File: config.mk
export PLATFORM = sky130hd
export DESIGN_NAME = axi_write_master
export DESIGN_NICKNAME = d
export VERILOG_FILES = /design/src/logic/axi_wr_pkg.sv /design/src/logic/burst_plan_if.sv /design/src/logic/aw_channel.sv /design/src/logic/axi_write_master.sv /design/src/logic/beat_fifo.sv /design/src/logic/burst_setup.sv /design/src/logic/resp_tracker.sv /design/src/logic/w_channel.sv /design/src/logic/xfer_counter.sv
export VERILOG_INCLUDE_DIRS = /design/src /design/src/logic
export SDC_FILE = /design/constraint.sdc
export NUM_CORES = 2
export LEC_CHECK = 0
export BUFFER_PORTS_ARGS = -buffer_cell sky130_fd_sc_hd__buf_4
export CAP_MARGIN = 0
export CORE_ASPECT_RATIO = 0.75
export CORE_UTILIZATION = 55
export CTS_CLUSTER_DIAMETER = 40
export DETAILED_ROUTE_END_ITERATION = 12
export PLACE_DENSITY = 0.75
export SLEW_MARGIN = 15
export SYNTH_ARGS = -nofsm -noshare
export SYNTH_HDL_FRONTEND = slang
export SYNTH_SLANG_ARGS = --single-unit
File: constraint.sdc
create_clock -name aclk -period 10.05 [get_ports aclk]
set_input_delay 0 -clock aclk [delete_from_list [all_inputs] [get_ports aclk]]
set_output_delay 0 -clock aclk [all_outputs]
set_load 0.05 [all_outputs]
File: src/logic/axi_wr_consts.svh
`ifndef AXI_WR_CONSTS_SVH
`define AXI_WR_CONSTS_SVH

////////////////////////////////////////////////////////////
// Bus widths
////////////////////////////////////////////////////////////
`define AXI_ADDR_W      32                 // Byte address
`define AXI_DATA_W      32                 // One AXI beat, 4 bytes
`define AXI_BYTES_LOG   2
`define STREAM_DATA_W   128                // One stream beat
`define LANES           4                  // AXI words per stream beat
`define LANE_SEL_W      2
`define XFER_SIZE_W     16                 // Byte count

////////////////////////////////////////////////////////////
// Burst shape and flow control
////////////////////////////////////////////////////////////
`define BURST_LEN       16                 // Beats per full burst
`define BURST_LEN_LOG   4
`define BURST_BYTES     64
`define BURSTS_W        (`XFER_SIZE_W - `AXI_BYTES_LOG - `BURST_LEN_LOG)
`define FIFO_DEPTH      16                 // Stream beats buffered
`define MAX_OUTSTANDING 4                  // Bursts awaiting a response
`define OUTSTANDING_W   3

`endif

File: src/logic/axi_wr_pkg.sv
`include "axi_wr_consts.svh"

package axi_wr_pkg;

  // Byte count, raw or split into burst, beat and byte fields
  typedef union packed {
    logic [`XFER_SIZE_W-1:0] raw;
    struct packed {
      logic [`BURSTS_W-1:0]      burst_idx;  // Full bursts
      logic [`BURST_LEN_LOG-1:0] beat_idx;   // Beat within last burst
      logic [`AXI_BYTES_LOG-1:0] byte_rem;   // Bytes past last whole beat
    } f;
  } xfer_size_u;

  // Stream beat, raw or as AXI lanes
  typedef union packed {
    logic [`STREAM_DATA_W-1:0]             raw;
    logic [`LANES-1:0][`AXI_DATA_W-1:0]    lanes;  // Lane 0 in the low bits
  } stream_beat_u;

endpackage

File: src/logic/burst_plan_if.sv
`timescale 1ns/1ps
`include "axi_wr_consts.svh"

// Decoded transfer plan, fixed from start until the next request
interface burst_plan_if;
  logic                         start;       // One-cycle pulse
  logic [`BURSTS_W-1:0]         num_bursts;  // Full bursts after the first
  logic [`BURST_LEN_LOG-1:0]    final_len;   // awlen of the last burst
  logic [`AXI_DATA_W/8-1:0]     final_strb;  // Strobe of the very last beat

  modport setup (
    output start, num_bursts, final_len, final_strb
  );

  modport chan (
    input start, num_bursts, final_len, final_strb
  );
endinterface

File: src/logic/aw_channel.sv
`timescale 1ns/1ps
`include "axi_wr_consts.svh"

module aw_channel (
  input  logic                   aclk,
  input  logic                   reset,
  burst_plan_if.chan             plan,
  input  logic [`AXI_ADDR_W-1:0] base_addr,
  input  logic                   burst_first,
  input  logic                   aw_stall,
  output logic                   aw_accept,
  output logic [`AXI_ADDR_W-1:0] awaddr,
  output logic [7:0]             awlen,
  output logic                   awvalid,
  input  logic                   awready
);
  localparam int AHEAD_W = `BURSTS_W + 1;  // Every burst may have data first

  logic no_data_ahead;   // No burst waiting for its address
  logic aw_final;        // Current address is for the last burst

  assign aw_accept = awvalid && awready;

  ////////////////////////////////////////////////////////////
  // Gating on data presence and outstanding limit
  ////////////////////////////////////////////////////////////
  xfer_counter #(
    .width      (AHEAD_W),
    .init_value ('0)
  ) data_ahead_i (
    .aclk       (aclk),
    .reset      (reset),
    .load       (1'b0),
    .incr       (burst_first),
    .decr       (aw_accept),
    .load_value ('0),
    .count      (),
    .is_zero    (no_data_ahead)
  );

  always_ff @(posedge aclk) begin
    if (reset) awvalid <= 1'b0;
    else if (!awvalid && !no_data_ahead && !aw_stall) awvalid <= 1'b1;
    else if (awready) awvalid <= 1'b0;  // Gate counters settle before next raise
  end

  xfer_counter #(
    .width      (`BURSTS_W),
    .init_value ('0)
  ) bursts_left_i (
    .aclk       (aclk),
    .reset      (reset),
    .load       (plan.start),
    .incr       (1'b0),
    .decr       (aw_accept && !aw_final),
    .load_value (plan.num_bursts),
    .count      (),
    .is_zero    (aw_final)
  );

  always_ff @(posedge aclk) begin
    if (plan.start) awaddr <= base_addr;
    else if (aw_accept) awaddr <= awaddr + `AXI_ADDR_W'(`BURST_BYTES);  // Next burst
  end

  assign awlen = aw_final ? 8'(plan.final_len) : 8'(`BURST_LEN - 1);

  // Address payload held through a stall
  a_aw_stable: assert property (@(posedge aclk) disable iff (reset)
    (awvalid && !awready) |=> (awvalid && $stable(awaddr) && $stable(awlen)));
endmodule

File: src/logic/axi_write_master.sv
`timescale 1ns/1ps
`include "axi_wr_consts.svh"

module axi_write_master import axi_wr_pkg::*; (
  input  logic                       aclk,
  input  logic                       reset,
  // Transfer request
  input  logic                       ctrl_start,
  input  logic [`AXI_ADDR_W-1:0]     ctrl_addr,
  input  logic [`XFER_SIZE_W-1:0]    ctrl_size,
  output logic                       ctrl_done,
  // Stream input
  input  logic                       s_axis_tvalid,
  input  logic [`STREAM_DATA_W-1:0]  s_axis_tdata,
  output logic                       s_axis_tready,
  // AXI4 write address
  output logic [`AXI_ADDR_W-1:0]     m_axi_awaddr,
  output logic [7:0]                 m_axi_awlen,
  output logic                       m_axi_awvalid,
  input  logic                       m_axi_awready,
  // AXI4 write data
  output logic [`AXI_DATA_W-1:0]     m_axi_wdata,
  output logic [`AXI_DATA_W/8-1:0]   m_axi_wstrb,
  output logic                       m_axi_wlast,
  output logic                       m_axi_wvalid,
  input  logic                       m_axi_wready,
  // AXI4 write response
  input  logic                       m_axi_bvalid,
  output logic                       m_axi_bready
);
  logic [`AXI_ADDR_W-1:0] base_addr;
  stream_beat_u           fifo_data;
  logic                   fifo_valid;
  logic                   fifo_pop;
  logic                   burst_first;
  logic                   aw_accept;
  logic                   aw_stall;

  burst_plan_if plan_if ();

  burst_setup burst_setup_i (
    .aclk(aclk), .reset(reset), .ctrl_start(ctrl_start), .ctrl_addr(ctrl_addr),
    .ctrl_size(ctrl_size), .base_addr(base_addr), .plan(plan_if.setup)
  );

  beat_fifo beat_fifo_i (
    .aclk(aclk), .reset(reset), .wr_valid(s_axis_tvalid), .wr_data(s_axis_tdata),
    .wr_ready(s_axis_tready), .rd_pop(fifo_pop), .rd_data(fifo_data),
    .rd_valid(fifo_valid)
  );

  w_channel w_channel_i (
    .aclk(aclk), .reset(reset), .plan(plan_if.chan), .fifo_data(fifo_data),
    .fifo_valid(fifo_valid), .fifo_pop(fifo_pop), .wdata(m_axi_wdata),
    .wstrb(m_axi_wstrb), .wlast(m_axi_wlast), .wvalid(m_axi_wvalid),
    .wready(m_axi_wready), .burst_first(burst_first)
  );

  aw_channel aw_channel_i (
    .aclk(aclk), .reset(reset), .plan(plan_if.chan), .base_addr(base_addr),
    .burst_first(burst_first), .aw_stall(aw_stall), .aw_accept(aw_accept),
    .awaddr(m_axi_awaddr), .awlen(m_axi_awlen), .awvalid(m_axi_awvalid),
    .awready(m_axi_awready)
  );

  resp_tracker resp_tracker_i (
    .aclk(aclk), .reset(reset), .plan(plan_if.chan), .bvalid(m_axi_bvalid),
    .aw_accept(aw_accept), .bready(m_axi_bready), .aw_stall(aw_stall),
    .ctrl_done(ctrl_done)
  );
endmodule

File: src/logic/beat_fifo.sv
`timescale 1ns/1ps
`include "axi_wr_consts.svh"

module beat_fifo import axi_wr_pkg::*; (
  input  logic         aclk,
  input  logic         reset,
  input  logic         wr_valid,
  input  stream_beat_u wr_data,
  output logic         wr_ready,
  input  logic         rd_pop,
  output stream_beat_u rd_data,
  output logic         rd_valid
);
  localparam int PTR_W = $clog2(`FIFO_DEPTH);

  stream_beat_u     mem [`FIFO_DEPTH];
  logic [PTR_W-1:0] wr_ptr;
  logic [PTR_W-1:0] rd_ptr;
  logic [PTR_W:0]   count;                // 0 .. FIFO_DEPTH
  logic             wr_en;

  assign wr_ready = (count != (PTR_W+1)'(`FIFO_DEPTH));
  assign wr_en    = wr_valid && wr_ready; // Only on a real handshake
  assign rd_valid = (count != '0);
  assign rd_data  = mem[rd_ptr];          // Head shown directly

  always_ff @(posedge aclk) begin
    if (wr_en) mem[wr_ptr] <= wr_data;
  end

  always_ff @(posedge aclk) begin
    if (reset) begin
      wr_ptr <= '0;
      rd_ptr <= '0;
      count  <= '0;
    end else begin
      if (wr_en) wr_ptr <= wr_ptr + PTR_W'(1);
      if (rd_pop) rd_ptr <= rd_ptr + PTR_W'(1);
      if (wr_en && !rd_pop) count <= count + (PTR_W+1)'(1);
      else if (rd_pop && !wr_en) count <= count - (PTR_W+1)'(1);
    end
  end

  // Consumer pops only a visible head
  a_no_pop_empty: assert property (@(posedge aclk) disable iff (reset)
    rd_pop |-> rd_valid);

  // A write lands only in a free slot
  a_no_write_full: assert property (@(posedge aclk) disable iff (reset)
    wr_en |-> (count < (PTR_W+1)'(`FIFO_DEPTH)));
endmodule

File: src/logic/burst_setup.sv
`timescale 1ns/1ps
`include "axi_wr_consts.svh"

module burst_setup import axi_wr_pkg::*; (
  input  logic                    aclk,
  input  logic                    reset,
  input  logic                    ctrl_start,
  input  logic [`AXI_ADDR_W-1:0]  ctrl_addr,
  input  logic [`XFER_SIZE_W-1:0] ctrl_size,
  output logic [`AXI_ADDR_W-1:0]  base_addr,
  burst_plan_if.setup             plan
);
  localparam int LEN_W = `XFER_SIZE_W - `AXI_BYTES_LOG;  // Beat count width

  xfer_size_u                size_dec;
  logic [LEN_W-1:0]          total_len;   // Beats minus one
  logic [`AXI_BYTES_LOG-1:0] byte_rem;
  logic                      start_d1;

  assign size_dec.raw = ctrl_size;

  ////////////////////////////////////////////////////////////
  // Request capture
  ////////////////////////////////////////////////////////////
  always_ff @(posedge aclk) begin
    if (ctrl_start) begin
      base_addr <= ctrl_addr & ~(`AXI_ADDR_W'(`BURST_BYTES - 1));  // Burst aligned
      // Partial beat rounds up, so beats - 1 is just the word count
      total_len <= (size_dec.f.byte_rem != '0) ?
                   {size_dec.f.burst_idx, size_dec.f.beat_idx} :
                   {size_dec.f.burst_idx, size_dec.f.beat_idx} - LEN_W'(1);
      byte_rem  <= size_dec.f.byte_rem;
    end
  end

  always_ff @(posedge aclk) begin
    if (reset) begin
      start_d1   <= 1'b0;
      plan.start <= 1'b0;
    end else begin
      start_d1   <= ctrl_start;
      plan.start <= start_d1;  // Plan fields settled a cycle earlier
    end
  end

  assign plan.num_bursts = total_len[LEN_W-1 -: `BURSTS_W];
  assign plan.final_len  = total_len[`BURST_LEN_LOG-1:0];

  // Low byte_rem bytes, or the whole word when it divides evenly
  always_comb begin
    for (int i = 0; i < `AXI_DATA_W/8; i++)
      plan.final_strb[i] = (byte_rem == '0) || (i < int'(byte_rem));
  end

  a_size_nonzero: assert property (@(posedge aclk) disable iff (reset)
    ctrl_start |-> (ctrl_size != '0));
endmodule

File: src/logic/resp_tracker.sv
`timescale 1ns/1ps
`include "axi_wr_consts.svh"

module resp_tracker (
  input  logic       aclk,
  input  logic       reset,
  burst_plan_if.chan plan,
  input  logic       bvalid,
  input  logic       aw_accept,
  output logic       bready,
  output logic       aw_stall,
  output logic       ctrl_done
);
  logic bxfer;
  logic b_final;   // Waiting on the last response

  assign bready = 1'b1;   // Responses always taken
  assign bxfer  = bvalid && bready;

  xfer_counter #(
    .width      (`BURSTS_W),
    .init_value ('0)
  ) resp_left_i (
    .aclk       (aclk),
    .reset      (reset),
    .load       (plan.start),
    .incr       (1'b0),
    .decr       (bxfer && !b_final),
    .load_value (plan.num_bursts),
    .count      (),
    .is_zero    (b_final)
  );

  // Free slots for bursts in flight
  xfer_counter #(
    .width      (`OUTSTANDING_W),
    .init_value (`OUTSTANDING_W'(`MAX_OUTSTANDING))
  ) vacancy_i (
    .aclk       (aclk),
    .reset      (reset),
    .load       (1'b0),
    .incr       (bxfer),
    .decr       (aw_accept),
    .load_value ('0),
    .count      (),
    .is_zero    (aw_stall)
  );

  always_ff @(posedge aclk) begin
    if (reset) ctrl_done <= 1'b0;
    else ctrl_done <= bxfer && b_final;  // One cycle after the last B
  end
endmodule

File: src/logic/w_channel.sv
`timescale 1ns/1ps
`include "axi_wr_consts.svh"

module w_channel import axi_wr_pkg::*; (
  input  logic                     aclk,
  input  logic                     reset,
  burst_plan_if.chan               plan,
  input  stream_beat_u             fifo_data,
  input  logic                     fifo_valid,
  output logic                     fifo_pop,
  output logic [`AXI_DATA_W-1:0]   wdata,
  output logic [`AXI_DATA_W/8-1:0] wstrb,
  output logic                     wlast,
  output logic                     wvalid,
  input  logic                     wready,
  output logic                     burst_first   // First beat of a burst now visible
);
  logic                   running;      // Between start and the final beat
  logic [`LANE_SEL_W-1:0] lane_sel;
  logic                   wxfer;
  logic                   final_burst;
  logic                   final_beat;
  logic                   almost_final;
  logic                   beat_load;
  logic                   first;        // Next beat opens a burst
  logic                   first_seen;   // Its valid already reported
  logic [`BURSTS_W-1:0]   bursts_left;

  assign wvalid     = fifo_valid && running;
  assign wxfer      = wvalid && wready;
  assign wdata      = fifo_data.lanes[lane_sel];
  assign final_beat = wlast && final_burst;
  assign wstrb      = final_beat ? plan.final_strb : '1;
  assign fifo_pop   = wxfer && ((lane_sel == '1) || final_beat);  // Spare lanes dropped

  always_ff @(posedge aclk) begin
    if (reset) begin
      running  <= 1'b0;
      lane_sel <= '0;
    end else if (plan.start) begin
      running  <= 1'b1;
      lane_sel <= '0;    // Each transfer starts at lane 0
    end else if (wxfer) begin
      running  <= !final_beat;
      lane_sel <= final_beat ? '0 : lane_sel + `LANE_SEL_W'(1);
    end
  end

  ////////////////////////////////////////////////////////////
  // Burst bookkeeping
  ////////////////////////////////////////////////////////////
  assign almost_final = (bursts_left == `BURSTS_W'(1));
  assign beat_load    = plan.start || (wxfer && wlast && !final_burst);

  xfer_counter #(
    .width      (`BURST_LEN_LOG),
    .init_value (`BURST_LEN_LOG'(`BURST_LEN - 1))
  ) beats_left_i (
    .aclk       (aclk),
    .reset      (reset),
    .load       (beat_load),
    .incr       (1'b0),
    .decr       (wxfer && !wlast),   // Rests at zero after the final beat
    .load_value (((plan.start && plan.num_bursts == '0) || (!plan.start && almost_final)) ?
                 plan.final_len : `BURST_LEN_LOG'(`BURST_LEN - 1)),
    .count      (),
    .is_zero    (wlast)
  );

  xfer_counter #(
    .width      (`BURSTS_W),
    .init_value ('0)
  ) bursts_left_i (
    .aclk       (aclk),
    .reset      (reset),
    .load       (plan.start),
    .incr       (1'b0),
    .decr       (wxfer && wlast && !final_burst),
    .load_value (plan.num_bursts),
    .count      (bursts_left),
    .is_zero    (final_burst)
  );

  // A handshake frees the slot, so a back-to-back first beat still reports
  always_ff @(posedge aclk) begin
    if (reset) begin
      first      <= 1'b1;
      first_seen <= 1'b0;
    end else begin
      if (wxfer) first <= wlast;
      if (wxfer) first_seen <= 1'b0;
      else if (wvalid && first) first_seen <= 1'b1;
    end
  end

  assign burst_first = wvalid && first && !first_seen;
endmodule

File: src/logic/xfer_counter.sv
`timescale 1ns/1ps

module xfer_counter #(
  parameter int               width      = 4,
  parameter logic [width-1:0] init_value = '0
) (
  input  logic             aclk,
  input  logic             reset,
  input  logic             load,        // Wins over incr and decr
  input  logic             incr,
  input  logic             decr,
  input  logic [width-1:0] load_value,
  output logic [width-1:0] count,
  output logic             is_zero
);
  always_ff @(posedge aclk) begin
    if (reset) count <= init_value;
    else if (load) count <= load_value;
    else if (incr && !decr) count <= count + width'(1);
    else if (decr && !incr) count <= count - width'(1);  // Both at once cancel
  end

  assign is_zero = (count == '0);

  // Callers must never step below zero
  a_no_underflow: assert property (@(posedge aclk) disable iff (reset)
    (decr && !incr && !load) |-> !is_zero);
endmodule

==> results_dict.tcl <==
set metrics [dict create \
    die_x_um 456.1 \
    status "finished clean" \
    die_h_um 342.6 \
    core-area_mm2 0.1530 \
    synth.avg_cell_area_um2 22.19 \
    path_clk_slew_ns 0.06 \
    yosys.area.top_type "edfxtp_1" \
    crit_arrival_ns 5.12 \
    critPathMaxFanout 116 \
    ant_nets 0 \
    num_vias 42070 \
    critPathLaunchType "flip-flop" \
    grt_first_pass_wirelength_mm 287.6 \
    start_util 0.5560 \
    grt_max_degree 117 \
    powerDensity_mw_per_mm2 201.1 \
    grt_pass1_vias 42770 \
    rsz0062_at_grt "no" \
    syn_area_mm2 0.08506 \
    p_switching_mw 4.606 \
    synth-warning-count 0 \
    hold_viol_final 0 \
    tritoncts "yes" \
    synth-seq-cells 2190 \
    fmax_mhz 195.3 \
    drt_iter0_drc 5088 \
    syn_to_final_growth_pct 16.88 \
    io_pins 265 \
    hold_buffers 300 \
    cts_setup_buffers 0 \
    setup_viol 0 \
    comb_power_share 0.077 \
    antenna_found_initial 34 \
    cts.path.max_buffers 3 \
    die-area_mm2 0.1563 \
    nNetsFinal 4695 \
    drv_cap 0 \
    fin_crit_ns 5.120 \
    crit_type "flip-flop to output port" \
    p_clk_frac 0.401 \
    fin_skew_ns 0.06593 \
    crit_path_end_kind "output port" \
    ctsResizeCount 0 \
    cts-root-buf "clkbuf_16" \
    p_int_mw 15.39 \
    drive_above_1_share 0.2715 \
    async_flop_share 0 \
    wl_per_cell_um 29.40 \
    ys_types 61 \
    p_seq_frac 0.522 \
    irDropWorstVdd_mv 0.2069 \
    dpl.hpwl_mm 98.57 \
    portBuffers 246 \
    ys_seq_area_frac 0.7644 \
    drc_errors 0 \
    synthCells 3834 \
    fill_cells 9631 \
    finalWeightedCongestion 0.7843 \
    drt-total-wl_mm 196.8 \
    cts_buffers 214 \
    clkLatencyLatePin_ns 0.87 \
    period_share 0.5094 \
    overflow 0 \
    synth_ff_type "edfxtp_1" \
    htreeDepth 4 \
    p_leak_nw 30.87 \
    relSlewSlack 0.2562 \
    swShare 0.2303 \
    synth_area_leaders "edfxtp_1 75%, mux4_2 16%, dfxtp_1 1.7%, mux2i_1 1.2%, a21oi_1 0.50%" \
    fp-row-count 124 \
    dr.pass1.iters 5 \
    dpl_cell_area_mm2 0.08927 \
    synth_edf_count 2116 \
    tightest_slew_ns 1.116 \
    hp-class "input pin to flip-flop" \
    slew_violations 0 \
    final_area_mm2 0.09942 \
    cp.required_ns 10.05 \
    grtUsageTotal 0.2540 \
    setup_tns_ns 0 \
    cts_sinks 2190 \
    yosysTopAreaCellShare 0.7470 \
    via_per_inst 6.284 \
]
## metal layers
| metal | routed length (um) | track usage | up-vias |
|---|---|---|---|
| li1 | - | - | 17430 |
| met1 | 79470 | 0.3634 | 22320 |
| met2 | 94730 | 0.3968 | 1965 |
| met3 | 17680 | 0.05922 | 326 |
| met4 | 4740 | 0.07376 | 28 |
| met5 | 173 | 0 | - |
## layout make-up
class                   instances  area [um2]  share of cell area
diodes                         15       37.54           0.0003775
clock buffers                 256        5534             0.05566
clock inverters               146        1574             0.01583
inverters                      37       138.9            0.001397
multi-input cells            1416       19060              0.1917
flip-flops and latches       2190       65040              0.6542
well taps                    2016        2522             0.02537
repair buffers                618        5515             0.05547
## final timing paths
kind	slack, ns	end	cells after the start	startpoint
max reg2reg	5.79	beat_fifo_i.mem[11][61]	7	beat_fifo_i.count[0]
max	4.93	m_axi_wdata[3]	8	flip-flop
min	0.04	beat_fifo_i.mem[2][113]	2	s_axis_tdata[113]
min reg2reg	0.45	burst_setup_i.plan.start	1	burst_setup_i.start_d1
## synth_stat cells, types with 6 or more instances
| library cell | count |
|---|---|
| nor2_1 | 82 |
| o221ai_1 | 9 |
| mux2_2 | 7 |
| a21boi_0 | 11 |
| clkbuf_1 | 87 |
| a211oi_1 | 41 |
| nand3b_1 | 6 |
| edfxtp_1 | 2116 |
| xnor2_1 | 33 |
| inv_1 | 32 |
| nand4_1 | 8 |
| a21oi_1 | 85 |
| nor4_1 | 13 |
| buf_1 | 12 |
| nand2b_1 | 9 |
| ha_1 | 32 |
| and3_1 | 6 |
| mux2i_1 | 105 |
| a31oi_1 | 6 |
| a21o_1 | 7 |
| mux4_2 | 592 |
| or3_1 | 8 |
| o211ai_1 | 9 |
| or4_1 | 6 |
| nand3_1 | 26 |
| buf_4 | 48 |
| o21ai_0 | 51 |
| nand2_1 | 76 |
| o21a_1 | 12 |
| o22ai_1 | 15 |
| nor3_1 | 20 |
| xor2_1 | 45 |
| buf_2 | 52 |
| dfxtp_1 | 74 |
| nor2b_1 | 44 |
## cell families after synthesis
kind of cell,share of synthesized area
flip-flops,0.7644
buffers and inverters,0.01356
other,0.00008829
adder cells (fa/ha/maj),0.005413
XOR/XNOR,0.008031
AND/OR/NAND/NOR,0.01898
AO/OA/AOI/OAI,0.01949
multiplexers,0.1700
## power by group through the flow
stage / logic [mW] / clock network, mW / registers (mW)
3_5_place_dp: 1.41 / 0 / 10.6
4_1_cts: 1.53 / 8.13 / 10.4
5_1_grt: 1.66 / 8.46 / 10.5
2_1_floorplan: 0.820 / 0 / 10.7
3_3_place_gp: 1.38 / 0 / 10.6
6_report: 1.54 / 8.03 / 10.4
## critical path: stages, from the launching register on
cell,delay [ns]
dfxtp_4,0.83
buf_12,0.64
buf_4,0.76
mux4_2,0.40
nor2b_1,0.14
a211oi_1,0.28
a21oi_1,0.20
mux4_2,0.61
buf_4,0.22
## sequential cells by signal, indices dropped and copies added (netlist names), named ones only
| signal | flops |
|---|---|
| aw_channel_i.data_ahead_i.count | 11 |
| w_channel_i.running | 1 |
| w_channel_i.bursts_left_i.count | 10 |
| resp_tracker_i.vacancy_i.count | 3 |
| burst_setup_i.start_d1 | 1 |
| burst_setup_i.byte_rem | 2 |
| w_channel_i.beats_left_i.count | 4 |
| aw_channel_i.awvalid | 1 |
| aw_channel_i.awaddr | 26 |
| beat_fifo_i.rd_ptr | 4 |
| burst_setup_i.total_len | 14 |
| aw_channel_i.bursts_left_i.count | 10 |
| w_channel_i.first | 1 |
| beat_fifo_i.mem | 2048 |
| w_channel_i.lane_sel | 2 |
| resp_tracker_i.ctrl_done | 1 |
| burst_setup_i.base_addr | 26 |
| burst_setup_i.plan.start | 1 |
| beat_fifo_i.count | 5 |
| beat_fifo_i.wr_ptr | 4 |
| w_channel_i.first_seen | 1 |
| resp_tracker_i.resp_left_i.count | 10 |
## through the flow
stage	instances	hold slack, ns	total power, mW	utilization	setup WS [ns]
6_report	6694	0.04360	20.00	0.6499	4.930
5_1_grt	6689	0.02616	20.57	0.6498	4.673
2_1_floorplan	3844	0.09887	11.50	-	2.594
4_1_cts	6679	0.0004857	20.09	0.6497	4.883
3_3_place_gp	5977	0.1792	11.98	0.5836	5.742
3_5_place_dp	5977	0.1798	12.03	0.5836	5.760
## layout by cell type, fill, tap and decap left out, drive strengths merged, types with 7 or more instances in the layout
cell         count
a211oi          41
a21boi          12
a21o             7
a21oi           85
buf            318
bufinv          19
clkbuf         256
clkinv         101
conb            12
dfxtp           74
diode           15
dlygate4sd3    300
edfxtp        2116
ha              32
inv             58
mux2             7
mux2i          105
mux4           592
nand2           76
nand2b           9
nand3           26
nand4            8
nor2            82
nor2b           44
nor3            20
nor4            14
o211ai           9
o21a            12
o21ai           52
o221ai           9
o22ai           15
or3              8
xnor2           33
xor2            45
Power figures use the tool's default switching activity.
